===== src/logic/crc_ahb_pkg.sv =====
////////////////////////////////////////////////////////////
// Shared definitions for the AHB-Lite CRC accelerator.
// Holds the register map, bus encodings, reset values and
// the width types used by the RTL and the testbench.
// Import it with a wildcard inside a module body.
////////////////////////////////////////////////////////////
package crc_ahb_pkg;

	// Bus and CRC word, transfer size, register index
	typedef logic [31:0] word_t;
	typedef logic [1:0]  size_t;
	typedef logic [2:0]  reg_addr_t;

	// CR field types
	typedef logic [1:0] poly_size_t;
	typedef logic [1:0] rev_in_t;

	// Register indices, HADDR[4:2]
	localparam reg_addr_t CRC_DR   = 3'h0;
	localparam reg_addr_t CRC_IDR  = 3'h1;
	localparam reg_addr_t CRC_CR   = 3'h2;
	localparam reg_addr_t CRC_INIT = 3'h4;
	localparam reg_addr_t CRC_POL  = 3'h5;

	// HTRANS encoding
	localparam logic [1:0] IDLE    = 2'b00;
	localparam logic [1:0] BUSY    = 2'b01;
	localparam logic [1:0] NON_SEQ = 2'b10;
	localparam logic [1:0] SEQ     = 2'b11;

	// Only OKAY is ever returned
	localparam logic HRESP_OKAY = 1'b0;

	// Reset values
	localparam logic [4:0] RESET_CRC_CR   = 5'h00;
	localparam word_t      RESET_CRC_INIT = 32'hFFFF_FFFF;
	localparam word_t      RESET_CRC_POL  = 32'h04C1_1DB7;

	// Transfer size codes, low bits of HSIZE
	localparam size_t SIZE_BYTE = 2'd0;
	localparam size_t SIZE_HALF = 2'd1;
	localparam size_t SIZE_WORD = 2'd2;

	// Polynomial width codes
	localparam poly_size_t POLY_32 = 2'd0;
	localparam poly_size_t POLY_16 = 2'd1;
	localparam poly_size_t POLY_8  = 2'd2;
	localparam poly_size_t POLY_7  = 2'd3;

	// Input reversal codes
	localparam rev_in_t REV_NONE = 2'd0;
	localparam rev_in_t REV_BYTE = 2'd1;
	localparam rev_in_t REV_HALF = 2'd2;
	localparam rev_in_t REV_WORD = 2'd3;

	// Engine FSM
	typedef enum logic [1:0] {ENG_IDLE, ENG_SHIFT, ENG_RELOAD} engine_state_t;

endpackage


===== src/logic/crc_byte_stream_if.sv =====
////////////////////////////////////////////////////////////
// One buffered DR write moving from the input buffer to the
// CRC engine. A transfer happens when valid and ready are high.
////////////////////////////////////////////////////////////
interface crc_byte_stream_if;
	import crc_ahb_pkg::*;

	// Payload held stable while valid waits for ready
	word_t data;
	size_t size;
	logic  valid;
	logic  ready;

	// Buffer side
	modport source (output data, output size, output valid, input ready);

	// Engine side
	modport sink (input data, input size, input valid, output ready);

endinterface


===== src/logic/host_interface.sv =====
////////////////////////////////////////////////////////////
// AHB-Lite slave front end of the CRC accelerator.
// Registers the address phase, decodes the five registers,
// holds CR, drives the read mux and stalls on back-pressure
// from the buffer and the engine.
////////////////////////////////////////////////////////////
module host_interface
(
	input  logic                    HCLK,
	input  logic                    HRESETn,
	input  logic                    HSElx,
	input  crc_ahb_pkg::word_t      HADDR,
	input  logic [1:0]              HTRANS,
	input  logic                    HWRITE,
	input  logic [2:0]              HSIZE,
	input  crc_ahb_pkg::word_t      HWDATA,
	input  logic                    HREADY,
	input  crc_ahb_pkg::word_t      crc_out,
	input  crc_ahb_pkg::word_t      crc_init_out,
	input  crc_ahb_pkg::word_t      crc_poly_out,
	input  logic [7:0]              crc_idr_out,
	input  logic                    buffer_full,
	input  logic                    reset_pending,
	input  logic                    read_wait,
	output crc_ahb_pkg::word_t      HRDATA,
	output logic                    HREADYOUT,
	output logic                    HRESP,
	output crc_ahb_pkg::word_t      bus_wr,
	output crc_ahb_pkg::size_t      bus_size,
	output crc_ahb_pkg::poly_size_t crc_poly_size,
	output crc_ahb_pkg::rev_in_t    rev_in_type,
	output logic                    rev_out_type,
	output logic                    buffer_write_en,
	output logic                    crc_init_en,
	output logic                    crc_idr_en,
	output logic                    crc_poly_en,
	output logic                    reset_chain
);
	import crc_ahb_pkg::*;

	// Address phase pipeline
	reg_addr_t  haddr_q;
	size_t      hsize_q;
	logic [1:0] htrans_q;
	logic       hwrite_q;
	logic       hsel_q;

	// Control register: [4] rev out, [3:2] rev in, [1:0] poly size
	logic [4:0] crc_cr_q;

	logic  sample_bus;
	logic  xfer_valid;
	logic  write_en;
	logic  read_en;
	logic  dr_sel;
	logic  idr_sel;
	logic  cr_sel;
	logic  init_sel;
	logic  pol_sel;
	logic  dr_write;
	logic  dr_read;
	logic  init_write;
	logic  crc_cr_en;
	word_t crc_cr_rd;

	// Address phase is taken when the bus moves on
	assign sample_bus = HREADY && HREADYOUT;

	always_ff @(posedge HCLK)
	begin
		if (!HRESETn)
		begin
			hsel_q   <= 1'b0;
			htrans_q <= IDLE;
		end
		else if (sample_bus)
		begin
			haddr_q  <= HADDR[4:2];
			hsize_q  <= HSIZE[1:0];
			htrans_q <= HTRANS;
			hwrite_q <= HWRITE;
			hsel_q   <= HSElx;
		end
	end

	// Bursts behave as singles, IDLE and BUSY are ignored
	assign xfer_valid = hsel_q && ((htrans_q == NON_SEQ) || (htrans_q == SEQ));
	assign write_en   = xfer_valid && hwrite_q;
	assign read_en    = xfer_valid && !hwrite_q;

	// Register decode
	assign dr_sel   = (haddr_q == CRC_DR);
	assign idr_sel  = (haddr_q == CRC_IDR);
	assign cr_sel   = (haddr_q == CRC_CR);
	assign init_sel = (haddr_q == CRC_INIT);
	assign pol_sel  = (haddr_q == CRC_POL);

	assign dr_write   = dr_sel && write_en;
	assign dr_read    = dr_sel && read_en;
	assign init_write = init_sel && write_en;

	////////////////////////////////////////////////////////////
	// Stall and write enables
	////////////////////////////////////////////////////////////

	// Data phase held while the target cannot take it
	assign HREADYOUT = !((dr_write && buffer_full) ||
	                     (dr_read && read_wait) ||
	                     (init_write && reset_pending));
	assign HRESP = HRESP_OKAY;

	// Enables fire only on the completing cycle of the phase
	assign buffer_write_en = dr_write && !buffer_full;
	assign crc_init_en     = init_write && !reset_pending;
	assign crc_idr_en      = idr_sel && write_en;
	assign crc_poly_en     = pol_sel && write_en;
	assign crc_cr_en       = cr_sel && write_en;

	// Write data comes straight from the bus
	assign bus_wr   = HWDATA;
	assign bus_size = hsize_q;

	// CR fields sit in HWDATA[7:3], bit 0 asks for a reload
	always_ff @(posedge HCLK)
	begin
		if (!HRESETn)
			crc_cr_q <= RESET_CRC_CR;
		else if (crc_cr_en)
			crc_cr_q <= HWDATA[7:3];
	end

	assign reset_chain   = crc_cr_en && HWDATA[0];
	assign crc_poly_size = crc_cr_q[1:0];
	assign rev_in_type   = crc_cr_q[3:2];
	assign rev_out_type  = crc_cr_q[4];

	////////////////////////////////////////////////////////////
	// Read mux
	////////////////////////////////////////////////////////////

	assign crc_cr_rd = {24'h0, crc_cr_q, 3'h0};

	// One-hot select, unmapped indices read zero
	assign HRDATA = ({32{dr_sel}}   & crc_out) |
	                ({32{init_sel}} & crc_init_out) |
	                ({32{idr_sel}}  & {24'h0, crc_idr_out}) |
	                ({32{pol_sel}}  & crc_poly_out) |
	                ({32{cr_sel}}   & crc_cr_rd);

endmodule


===== src/logic/crc_input_buffer.sv =====
////////////////////////////////////////////////////////////
// One-entry holding register for DR writes.
// Offers the held word and its size to the engine and
// reports full so the host stalls the next DR write.
////////////////////////////////////////////////////////////
module crc_input_buffer
(
	input  logic               HCLK,
	input  logic               HRESETn,
	input  crc_ahb_pkg::word_t bus_wr,
	input  crc_ahb_pkg::size_t bus_size,
	input  logic               buffer_write_en,
	output logic               buffer_full,
	crc_byte_stream_if.source  stream
);
	import crc_ahb_pkg::*;

	// Held write
	word_t data_q;
	size_t size_q;

	// Entry occupied
	logic valid_q;

	logic take;

	// Engine takes the entry on this edge
	assign take = valid_q && stream.ready;

	////////////////////////////////////////////////////////////
	// Occupancy
	////////////////////////////////////////////////////////////

	always_ff @(posedge HCLK)
	begin
		if (!HRESETn)
			valid_q <= 1'b0;
		else if (buffer_write_en)
			valid_q <= 1'b1;
		else if (take)
			valid_q <= 1'b0;
	end

	// Payload, only loaded with a new write
	always_ff @(posedge HCLK)
	begin
		if (buffer_write_en)
		begin
			data_q <= bus_wr;
			size_q <= bus_size;
		end
	end

	// Stream side
	assign stream.data  = data_q;
	assign stream.size  = size_q;
	assign stream.valid = valid_q;

	// Full as long as the entry waits for the engine
	assign buffer_full = valid_q;

endmodule


===== src/logic/crc_engine.sv =====
////////////////////////////////////////////////////////////
// Serial CRC engine with the POL, INIT and IDR registers.
// Folds one byte per clock, low byte first, MSB first within
// the byte, and reloads the CRC from INIT on request.
////////////////////////////////////////////////////////////
module crc_engine
(
	input  logic                    HCLK,
	input  logic                    HRESETn,
	input  crc_ahb_pkg::word_t      bus_wr,
	input  logic                    crc_init_en,
	input  logic                    crc_poly_en,
	input  logic                    crc_idr_en,
	input  logic                    reset_chain,
	input  crc_ahb_pkg::poly_size_t crc_poly_size,
	input  crc_ahb_pkg::rev_in_t    rev_in_type,
	input  logic                    rev_out_type,
	input  logic                    buffer_full,
	output crc_ahb_pkg::word_t      crc_out,
	output crc_ahb_pkg::word_t      crc_init_out,
	output crc_ahb_pkg::word_t      crc_poly_out,
	output logic [7:0]              crc_idr_out,
	output logic                    reset_pending,
	output logic                    read_wait,
	crc_byte_stream_if.sink         stream
);
	import crc_ahb_pkg::*;

	engine_state_t state_q;
	word_t         crc_q;
	word_t         init_q;
	word_t         poly_q;
	logic [7:0]    idr_q;
	logic          reload_q;
	word_t         data_q;
	logic [1:0]    last_q;
	logic [1:0]    byte_idx_q;
	word_t         width_mask;
	logic [4:0]    msb;
	logic [4:0]    out_shift;
	word_t         crc_masked;

	// Bit reversal within bytes, half-words or the whole word
	function automatic word_t reverse_bits(word_t w, rev_in_t mode);
		word_t r;
		r = w;
		for (int i = 0; i < 32; i++)
		begin
			case (mode)
				REV_BYTE: r[i] = w[(i & ~7) | (7 - (i & 7))];
				REV_HALF: r[i] = w[(i & ~15) | (15 - (i & 15))];
				REV_WORD: r[i] = w[31 - i];
				default:  r[i] = w[i];
			endcase
		end
		return r;
	endfunction

	// One byte through the MSB-first shift register
	function automatic word_t crc_byte(word_t crc_in, logic [7:0] din, word_t poly,
	                                   word_t mask, logic [4:0] top);
		word_t crc;
		logic  fb;
		crc = crc_in;
		for (int i = 7; i >= 0; i--)
		begin
			fb  = crc[top] ^ din[i];
			crc = (crc << 1) & mask;
			if (fb)
				crc = crc ^ (poly & mask);
		end
		return crc;
	endfunction

	// Width decode: mask, top bit and output reversal shift
	always_comb
	begin
		case (crc_poly_size)
			POLY_16:
			begin
				width_mask = 32'h0000_FFFF;
				msb        = 5'd15;
				out_shift  = 5'd16;
			end
			POLY_8:
			begin
				width_mask = 32'h0000_00FF;
				msb        = 5'd7;
				out_shift  = 5'd24;
			end
			POLY_7:
			begin
				width_mask = 32'h0000_007F;
				msb        = 5'd6;
				out_shift  = 5'd25;
			end
			default:
			begin
				width_mask = 32'hFFFF_FFFF;
				msb        = 5'd31;
				out_shift  = 5'd0;
			end
		endcase
	end

	////////////////////////////////////////////////////////////
	// Configuration registers
	////////////////////////////////////////////////////////////

	always_ff @(posedge HCLK)
	begin
		if (!HRESETn)
		begin
			init_q <= RESET_CRC_INIT;
			poly_q <= RESET_CRC_POL;
			idr_q  <= 8'h00;
		end
		else
		begin
			if (crc_init_en)
				init_q <= bus_wr;
			if (crc_poly_en)
				poly_q <= bus_wr;
			if (crc_idr_en)
				idr_q <= bus_wr[7:0];
		end
	end

	// Reload request waits until the engine gets to it
	always_ff @(posedge HCLK)
	begin
		if (!HRESETn)
			reload_q <= 1'b0;
		else if (reset_chain)
			reload_q <= 1'b1;
		else if (state_q == ENG_RELOAD)
			reload_q <= 1'b0;
	end

	////////////////////////////////////////////////////////////
	// Engine FSM
	////////////////////////////////////////////////////////////

	assign stream.ready = (state_q == ENG_IDLE);

	// Accepted word, already reversed, and its last byte index
	always_ff @(posedge HCLK)
	begin
		if (stream.valid && stream.ready)
		begin
			data_q <= reverse_bits(stream.data, rev_in_type);
			last_q <= (stream.size == SIZE_BYTE) ? 2'd0 :
			          (stream.size == SIZE_HALF) ? 2'd1 : 2'd3;
		end
	end

	always_ff @(posedge HCLK)
	begin
		if (!HRESETn)
		begin
			state_q    <= ENG_IDLE;
			byte_idx_q <= 2'd0;
			crc_q      <= RESET_CRC_INIT;
		end
		else
		begin
			case (state_q)
				ENG_IDLE:
				begin
					byte_idx_q <= 2'd0;
					// Waiting data goes before a reload
					if (stream.valid)
						state_q <= ENG_SHIFT;
					else if (reload_q && !buffer_full)
						state_q <= ENG_RELOAD;
				end
				ENG_SHIFT:
				begin
					crc_q <= crc_byte(crc_q, data_q[{byte_idx_q, 3'b000} +: 8], poly_q,
					                  width_mask, msb);
					byte_idx_q <= byte_idx_q + 2'd1;
					if (byte_idx_q == last_q)
						state_q <= ENG_IDLE;
				end
				ENG_RELOAD:
				begin
					crc_q   <= init_q;
					state_q <= ENG_IDLE;
				end
				default:
					state_q <= ENG_IDLE;
			endcase
		end
	end

	// Result masked to width, optionally mirrored across it
	assign crc_masked = crc_q & width_mask;
	assign crc_out    = rev_out_type ? (reverse_bits(crc_masked, REV_WORD) >> out_shift) :
	                    crc_masked;

	assign crc_init_out  = init_q;
	assign crc_poly_out  = poly_q;
	assign crc_idr_out   = idr_q;
	assign reset_pending = reload_q;
	assign read_wait     = buffer_full || (state_q != ENG_IDLE);

endmodule


===== src/logic/crc_ahb_top.sv =====
////////////////////////////////////////////////////////////
// CRC accelerator top level on plain AHB-Lite slave ports.
// Connects the host interface, input buffer and CRC engine.
////////////////////////////////////////////////////////////
module crc_ahb_top
(
	input  logic               HCLK,
	input  logic               HRESETn,
	input  logic               HSElx,
	input  crc_ahb_pkg::word_t HADDR,
	input  logic [1:0]         HTRANS,
	input  logic               HWRITE,
	input  logic [2:0]         HSIZE,
	input  crc_ahb_pkg::word_t HWDATA,
	input  logic               HREADY,
	output crc_ahb_pkg::word_t HRDATA,
	output logic               HREADYOUT,
	output logic               HRESP
);
	import crc_ahb_pkg::*;

	// Host to buffer and engine
	word_t      bus_wr;
	size_t      bus_size;
	poly_size_t crc_poly_size;
	rev_in_t    rev_in_type;
	logic       rev_out_type;
	logic       buffer_write_en;
	logic       crc_init_en;
	logic       crc_idr_en;
	logic       crc_poly_en;
	logic       reset_chain;

	// Engine and buffer back to host
	word_t      crc_out;
	word_t      crc_init_out;
	word_t      crc_poly_out;
	logic [7:0] crc_idr_out;
	logic       buffer_full;
	logic       reset_pending;
	logic       read_wait;

	// Buffered write toward the engine
	crc_byte_stream_if stream_if ();

	host_interface host_interface_i
	(
		.HCLK            (HCLK),
		.HRESETn         (HRESETn),
		.HSElx           (HSElx),
		.HADDR           (HADDR),
		.HTRANS          (HTRANS),
		.HWRITE          (HWRITE),
		.HSIZE           (HSIZE),
		.HWDATA          (HWDATA),
		.HREADY          (HREADY),
		.crc_out         (crc_out),
		.crc_init_out    (crc_init_out),
		.crc_poly_out    (crc_poly_out),
		.crc_idr_out     (crc_idr_out),
		.buffer_full     (buffer_full),
		.reset_pending   (reset_pending),
		.read_wait       (read_wait),
		.HRDATA          (HRDATA),
		.HREADYOUT       (HREADYOUT),
		.HRESP           (HRESP),
		.bus_wr          (bus_wr),
		.bus_size        (bus_size),
		.crc_poly_size   (crc_poly_size),
		.rev_in_type     (rev_in_type),
		.rev_out_type    (rev_out_type),
		.buffer_write_en (buffer_write_en),
		.crc_init_en     (crc_init_en),
		.crc_idr_en      (crc_idr_en),
		.crc_poly_en     (crc_poly_en),
		.reset_chain     (reset_chain)
	);

	crc_input_buffer crc_input_buffer_i
	(
		.HCLK            (HCLK),
		.HRESETn         (HRESETn),
		.bus_wr          (bus_wr),
		.bus_size        (bus_size),
		.buffer_write_en (buffer_write_en),
		.buffer_full     (buffer_full),
		.stream          (stream_if.source)
	);

	crc_engine crc_engine_i
	(
		.HCLK          (HCLK),
		.HRESETn       (HRESETn),
		.bus_wr        (bus_wr),
		.crc_init_en   (crc_init_en),
		.crc_poly_en   (crc_poly_en),
		.crc_idr_en    (crc_idr_en),
		.reset_chain   (reset_chain),
		.crc_poly_size (crc_poly_size),
		.rev_in_type   (rev_in_type),
		.rev_out_type  (rev_out_type),
		.buffer_full   (buffer_full),
		.crc_out       (crc_out),
		.crc_init_out  (crc_init_out),
		.crc_poly_out  (crc_poly_out),
		.crc_idr_out   (crc_idr_out),
		.reset_pending (reset_pending),
		.read_wait     (read_wait),
		.stream        (stream_if.sink)
	);

endmodule


===== config.mk =====
export PLATFORM = sky130hd
export DESIGN_NAME = crc_ahb_top
export DESIGN_NICKNAME = d
export VERILOG_FILES = /design/src/logic/crc_ahb_pkg.sv /design/src/logic/crc_byte_stream_if.sv /design/src/logic/host_interface.sv /design/src/logic/crc_input_buffer.sv /design/src/logic/crc_engine.sv /design/src/logic/crc_ahb_top.sv
export SDC_FILE = /design/constraint.sdc
export NUM_CORES = 1
export LEC_CHECK = 0
export BUFFER_PORTS_ARGS = -buffer_cell sky130_fd_sc_hd__buf_2
export CORE_MARGIN = 10
export CORE_UTILIZATION = 40
export CTS_CLUSTER_SIZE = 14
export DETAILED_ROUTE_END_ITERATION = 16
export SLEW_MARGIN = 40
export SYNTH_ARGS = -nofsm -noshare
export SYNTH_HDL_FRONTEND = slang
export SYNTH_SLANG_ARGS = --single-unit

===== constraint.sdc =====
create_clock -name HCLK -period 11.1 [get_ports HCLK]
set_input_delay 2.22 -clock HCLK [delete_from_list [all_inputs] [get_ports HCLK]]
set_output_delay 2.22 -clock HCLK [all_outputs]
set_load 0.1 [all_outputs]

==> impl_metrics.tcl <==
set metrics [dict create \
    outcome "finished clean" \
    timing.hold.ws_ns 0.447 \
    path_delay_family "simple AND/OR/NAND/NOR gates" \
    slew_violations 0 \
    std_cell_rows 70 \
    finalSetupViolations 0 \
    yosysSeqAreaShare_pct 30.6 \
    port_buffers 75 \
    worst_r2r_path_depth 30 \
    syn-num-nets 1892 \
    vias 13999 \
    coreArea_um2 36700 \
    p_int_w 0.00111 \
    syn_inst 1815 \
    synth_seq_cells 191 \
    synth_compound_area_share_pct 16.5 \
    cts_setup_buffers 0 \
    htree_levels 4 \
    seq_power_share_pct 48.3 \
    floorplan.initialDensity_pct 40.7 \
    net-switching-power_w 0.000399 \
    crit_arrival_ns 10.63 \
    die_y_um 213 \
    powerDensity_nw_per_um2 93.2 \
    cp_num_buf_inv 3 \
    synth_warnings 0 \
    cts_tree "built" \
    via_per_inst 6.16 \
    instances_no_fill 2273 \
    p_clk_share_pct 43.2 \
    grt_max_degree 77 \
    drtAntennaViolNets 0 \
    cp-start-kind "flop" \
    drc 0 \
    dieArea_um2 45500 \
    setup.worst_path.end_class "flop" \
    synthSimpleGateAreaFrac_pct 22.5 \
    tns_ns 0 \
    ys_types 95 \
    hp-class "reg2reg" \
    cap_violations 0 \
    tightest_slew_ns 0.846 \
    post_dp_cell_area_um2 15600 \
    p_sw_share_pct 26.4 \
    cts-buffers-inserted 17 \
    irDropWorstVdd_mv 0.108 \
    min_period_over_period_pct 92.5 \
    finalHoldViolCount 0 \
    r2r_setup_slack_ns 0.83 \
    place_congestion 0.939 \
    antenna_found_initial 1 \
    rsz0062_at_grt "false" \
    clkTransAtPathRegs_ns 0.08 \
    crit_type "reg2reg" \
    ctsResizeCount 0 \
    first_pass_iters 7 \
    max_freq_mhz 97.4 \
    grt_pass1_vias 13144 \
    synth_top_family_by_area "simple AND/OR/NAND/NOR gates" \
    regArea_um2 4570 \
    nNetsFinal 1868 \
    crit_slowest_cell "or2_1" \
    holdPathStages 0 \
    layout-drive-gt1-share_pct 14.5 \
    synth_edf_count 74 \
    place_inst 2240 \
    ys_top_cells_by_area "dfxtp_1 (16%), edfxtp_1 (15%), nand2_1 (9.9%), xnor2_1 (9.0%), mux4_2 (6.5%)" \
    clock_sink_count 191 \
    critical-path-max-stage-delay_ns 0.63 \
    async_flop_share_pct 0 \
    multi_input_area_um2 9710 \
    totalWireLength_um 54100 \
    die_x_um 213 \
    dr.first_iter.drc_count 1615 \
    leakagePower_nw 5.82 \
    fin_skew_ns 0.0191 \
    min_to "crc_engine_i.last_q[1]" \
    cp_data_required_time_ns 11.46 \
    synth_xor_area_share_pct 12.4 \
    grt-ovfl-total 0 \
    synthAdderAreaFrac_pct 0.251 \
    ios 108 \
    fillCellCount 3599 \
    clk_path_buf_depth 2 \
    final_area_um2 16200 \
    cts.root.buffer_cell "clkbuf_16" \
    relSlewSlack_pct 43.5 \
    wl_per_cell_um 23.8 \
    synth_area_per_cell_um2 8.23 \
    regToRegEndpoint "crc_engine_i.crc_q[27]" \
    syn_area_um2 14900 \
    grt_pass1_wl_um 82000 \
    fin_crit_ns 10.27 \
    synthMuxAreaShare_pct 13.2 \
    synth_ff_type "dfxtp_1" \
    p_comb_share_pct 8.5 \
    holdCritStartpoint "crc_input_buffer_i.stream.size[1]" \
    worstReg2RegStart "crc_engine_i.crc_q[6]" \
    track_usage_pct 23.6 \
    clock_latency_ns 0.45 \
    areaGrowthSynthToFinish_pct 8.77 \
    dp.final_hpwl_um 38800 \
    synth_top_cell_by_area "dfxtp_1" \
    cp_max_fo 38 \
    hold_buffers 0 \
    yosysTopAreaCellShare_pct 15.7 \
    crit_top_cell "buf_4" \
]
==> flip-flops by register name (all words and copies together), names as in the netlist, 3 cells and up <==
signal / count
crc_engine_i.crc_idr_out: 8
crc_engine_i.crc_init_out: 32
crc_engine_i.crc_poly_out: 32
crc_engine_i.crc_q: 32
crc_engine_i.data_q: 32
crc_input_buffer_i.stream.data: 32
host_interface_i.crc_cr_q: 5
host_interface_i.haddr_q: 3
==> per-stage QoR <==
| step | setup WS [ns] | total power, W | utilization [%] |
|---|---|---|---|
| 2_1_floorplan | 3.02 | 0.000837 | - |
| 3_3_place_gp | 1.10 | 0.000874 | 42.5 |
| 3_5_place_dp | 1.02 | 0.000875 | 42.6 |
| 4_1_cts | 1.01 | 0.00151 | 44.2 |
| 5_1_grt | 0.0757 | 0.00155 | 44.2 |
| 6_report | 0.830 | 0.00151 | 44.3 |
==> layout make-up <==
cell class                      instances  area share [%]
Clock inverter                         11           0.878
Antenna cell                            1          0.0154
Inverter                               19           0.455
Timing Repair Buffer                  115            4.18
Clock buffer                           21            2.90
Tap cell                              468            3.61
Multi-Input combinational cell       1447            59.8
Sequential cell                       191            28.2
==> worst max-delay path by stage <==
stage / start / endpoint / slack [ns] / depth (start not counted)
4_1_cts: crc_engine_i.crc_q[6] / crc_engine_i.crc_q[10] / 1.01 / 29
5_1_grt: host_interface_i.crc_cr_q[0] / crc_engine_i.crc_q[10] / 0.08 / 30
3_5_place_dp: crc_engine_i.crc_q[6] / crc_engine_i.crc_q[10] / 1.02 / 29
3_3_place_gp: crc_engine_i.crc_q[6] / crc_engine_i.crc_q[30] / 1.10 / 30
2_1_floorplan: crc_engine_i.crc_q[6] / crc_engine_i.crc_q[10] / 3.02 / 29
6_report: crc_engine_i.crc_q[6] / crc_engine_i.crc_q[27] / 0.83 / 30
==> cell families (layout without fill, tap and decap cells) <==
logic type      after synthesis  count (layout)
buf+inv                     177             166
other cells                   1               2
mux                         138             138
flops                       191             191
compound gates              348             348
fa+ha+maj                     3               3
xor+xnor                    206             206
simple gates                751             751
==> per-layer routing <==
metal | up-vias | track usage (%) | part of all wire (%)
met5 | - | 0 | 0
met4 | 0 | 8.19 | 3.1
met2 | 671 | 37.8 | 46
met3 | 94 | 3.74 | 8.7
li1 | 6446 | - | -
met1 | 6788 | 31.7 | 42
==> Yosys cell counts (9+ instances only) <==
library cell	n
or3_1	13
and3_1	24
buf_1	20
o2111ai_1	12
edfxtp_1	74
a211oi_1	11
nor2_1	108
o211ai_1	13
clkbuf_1	128
inv_1	14
a22oi_1	32
nand2_1	393
a21o_1	11
o21ai_0	70
nor3_1	24
nand4_1	27
nand3_1	99
a32oi_1	16
a31oi_1	12
xor2_1	50
mux2_2	21
and2_1	9
mux2i_1	69
xnor2_1	153
a211o_1	17
a21oi_1	73
dfxtp_1	117
mux4_2	43
==> placed cells by master (no fill, tap or decap), drive strengths merged, types with 11 or more instances in the layout <==
| cell type | instances |
|---|---|
| buf | 115 |
| nand2 | 393 |
| o2111ai | 12 |
| mux2i | 72 |
| a211oi | 11 |
| a32oi | 16 |
| and3 | 25 |
| nand3 | 100 |
| o21ai | 80 |
| a21oi | 75 |
| inv | 22 |
| edfxtp | 74 |
| a22oi | 32 |
| a31oi | 15 |
| xnor2 | 153 |
| nor2 | 110 |
| mux2 | 23 |
| nor3 | 26 |
| nand4 | 27 |
| a211o | 17 |
| o211ai | 13 |
| or3 | 14 |
| mux4 | 43 |
| a21o | 11 |
| clkbuf | 21 |
| xor2 | 51 |
| dfxtp | 117 |
==> power by group through the flow <==
stage	clock [W]	combinational, W	sequential, W
3_5_place_dp	0	0.000128	0.000747
6_report	0.000654	0.000129	0.000731
2_1_floorplan	0	0.0000924	0.000744
4_1_cts	0.000654	0.000128	0.000731
5_1_grt	0.000683	0.000135	0.000731
3_3_place_gp	0	0.000127	0.000747
No activity file was read; power rests on OpenSTA's default activity.
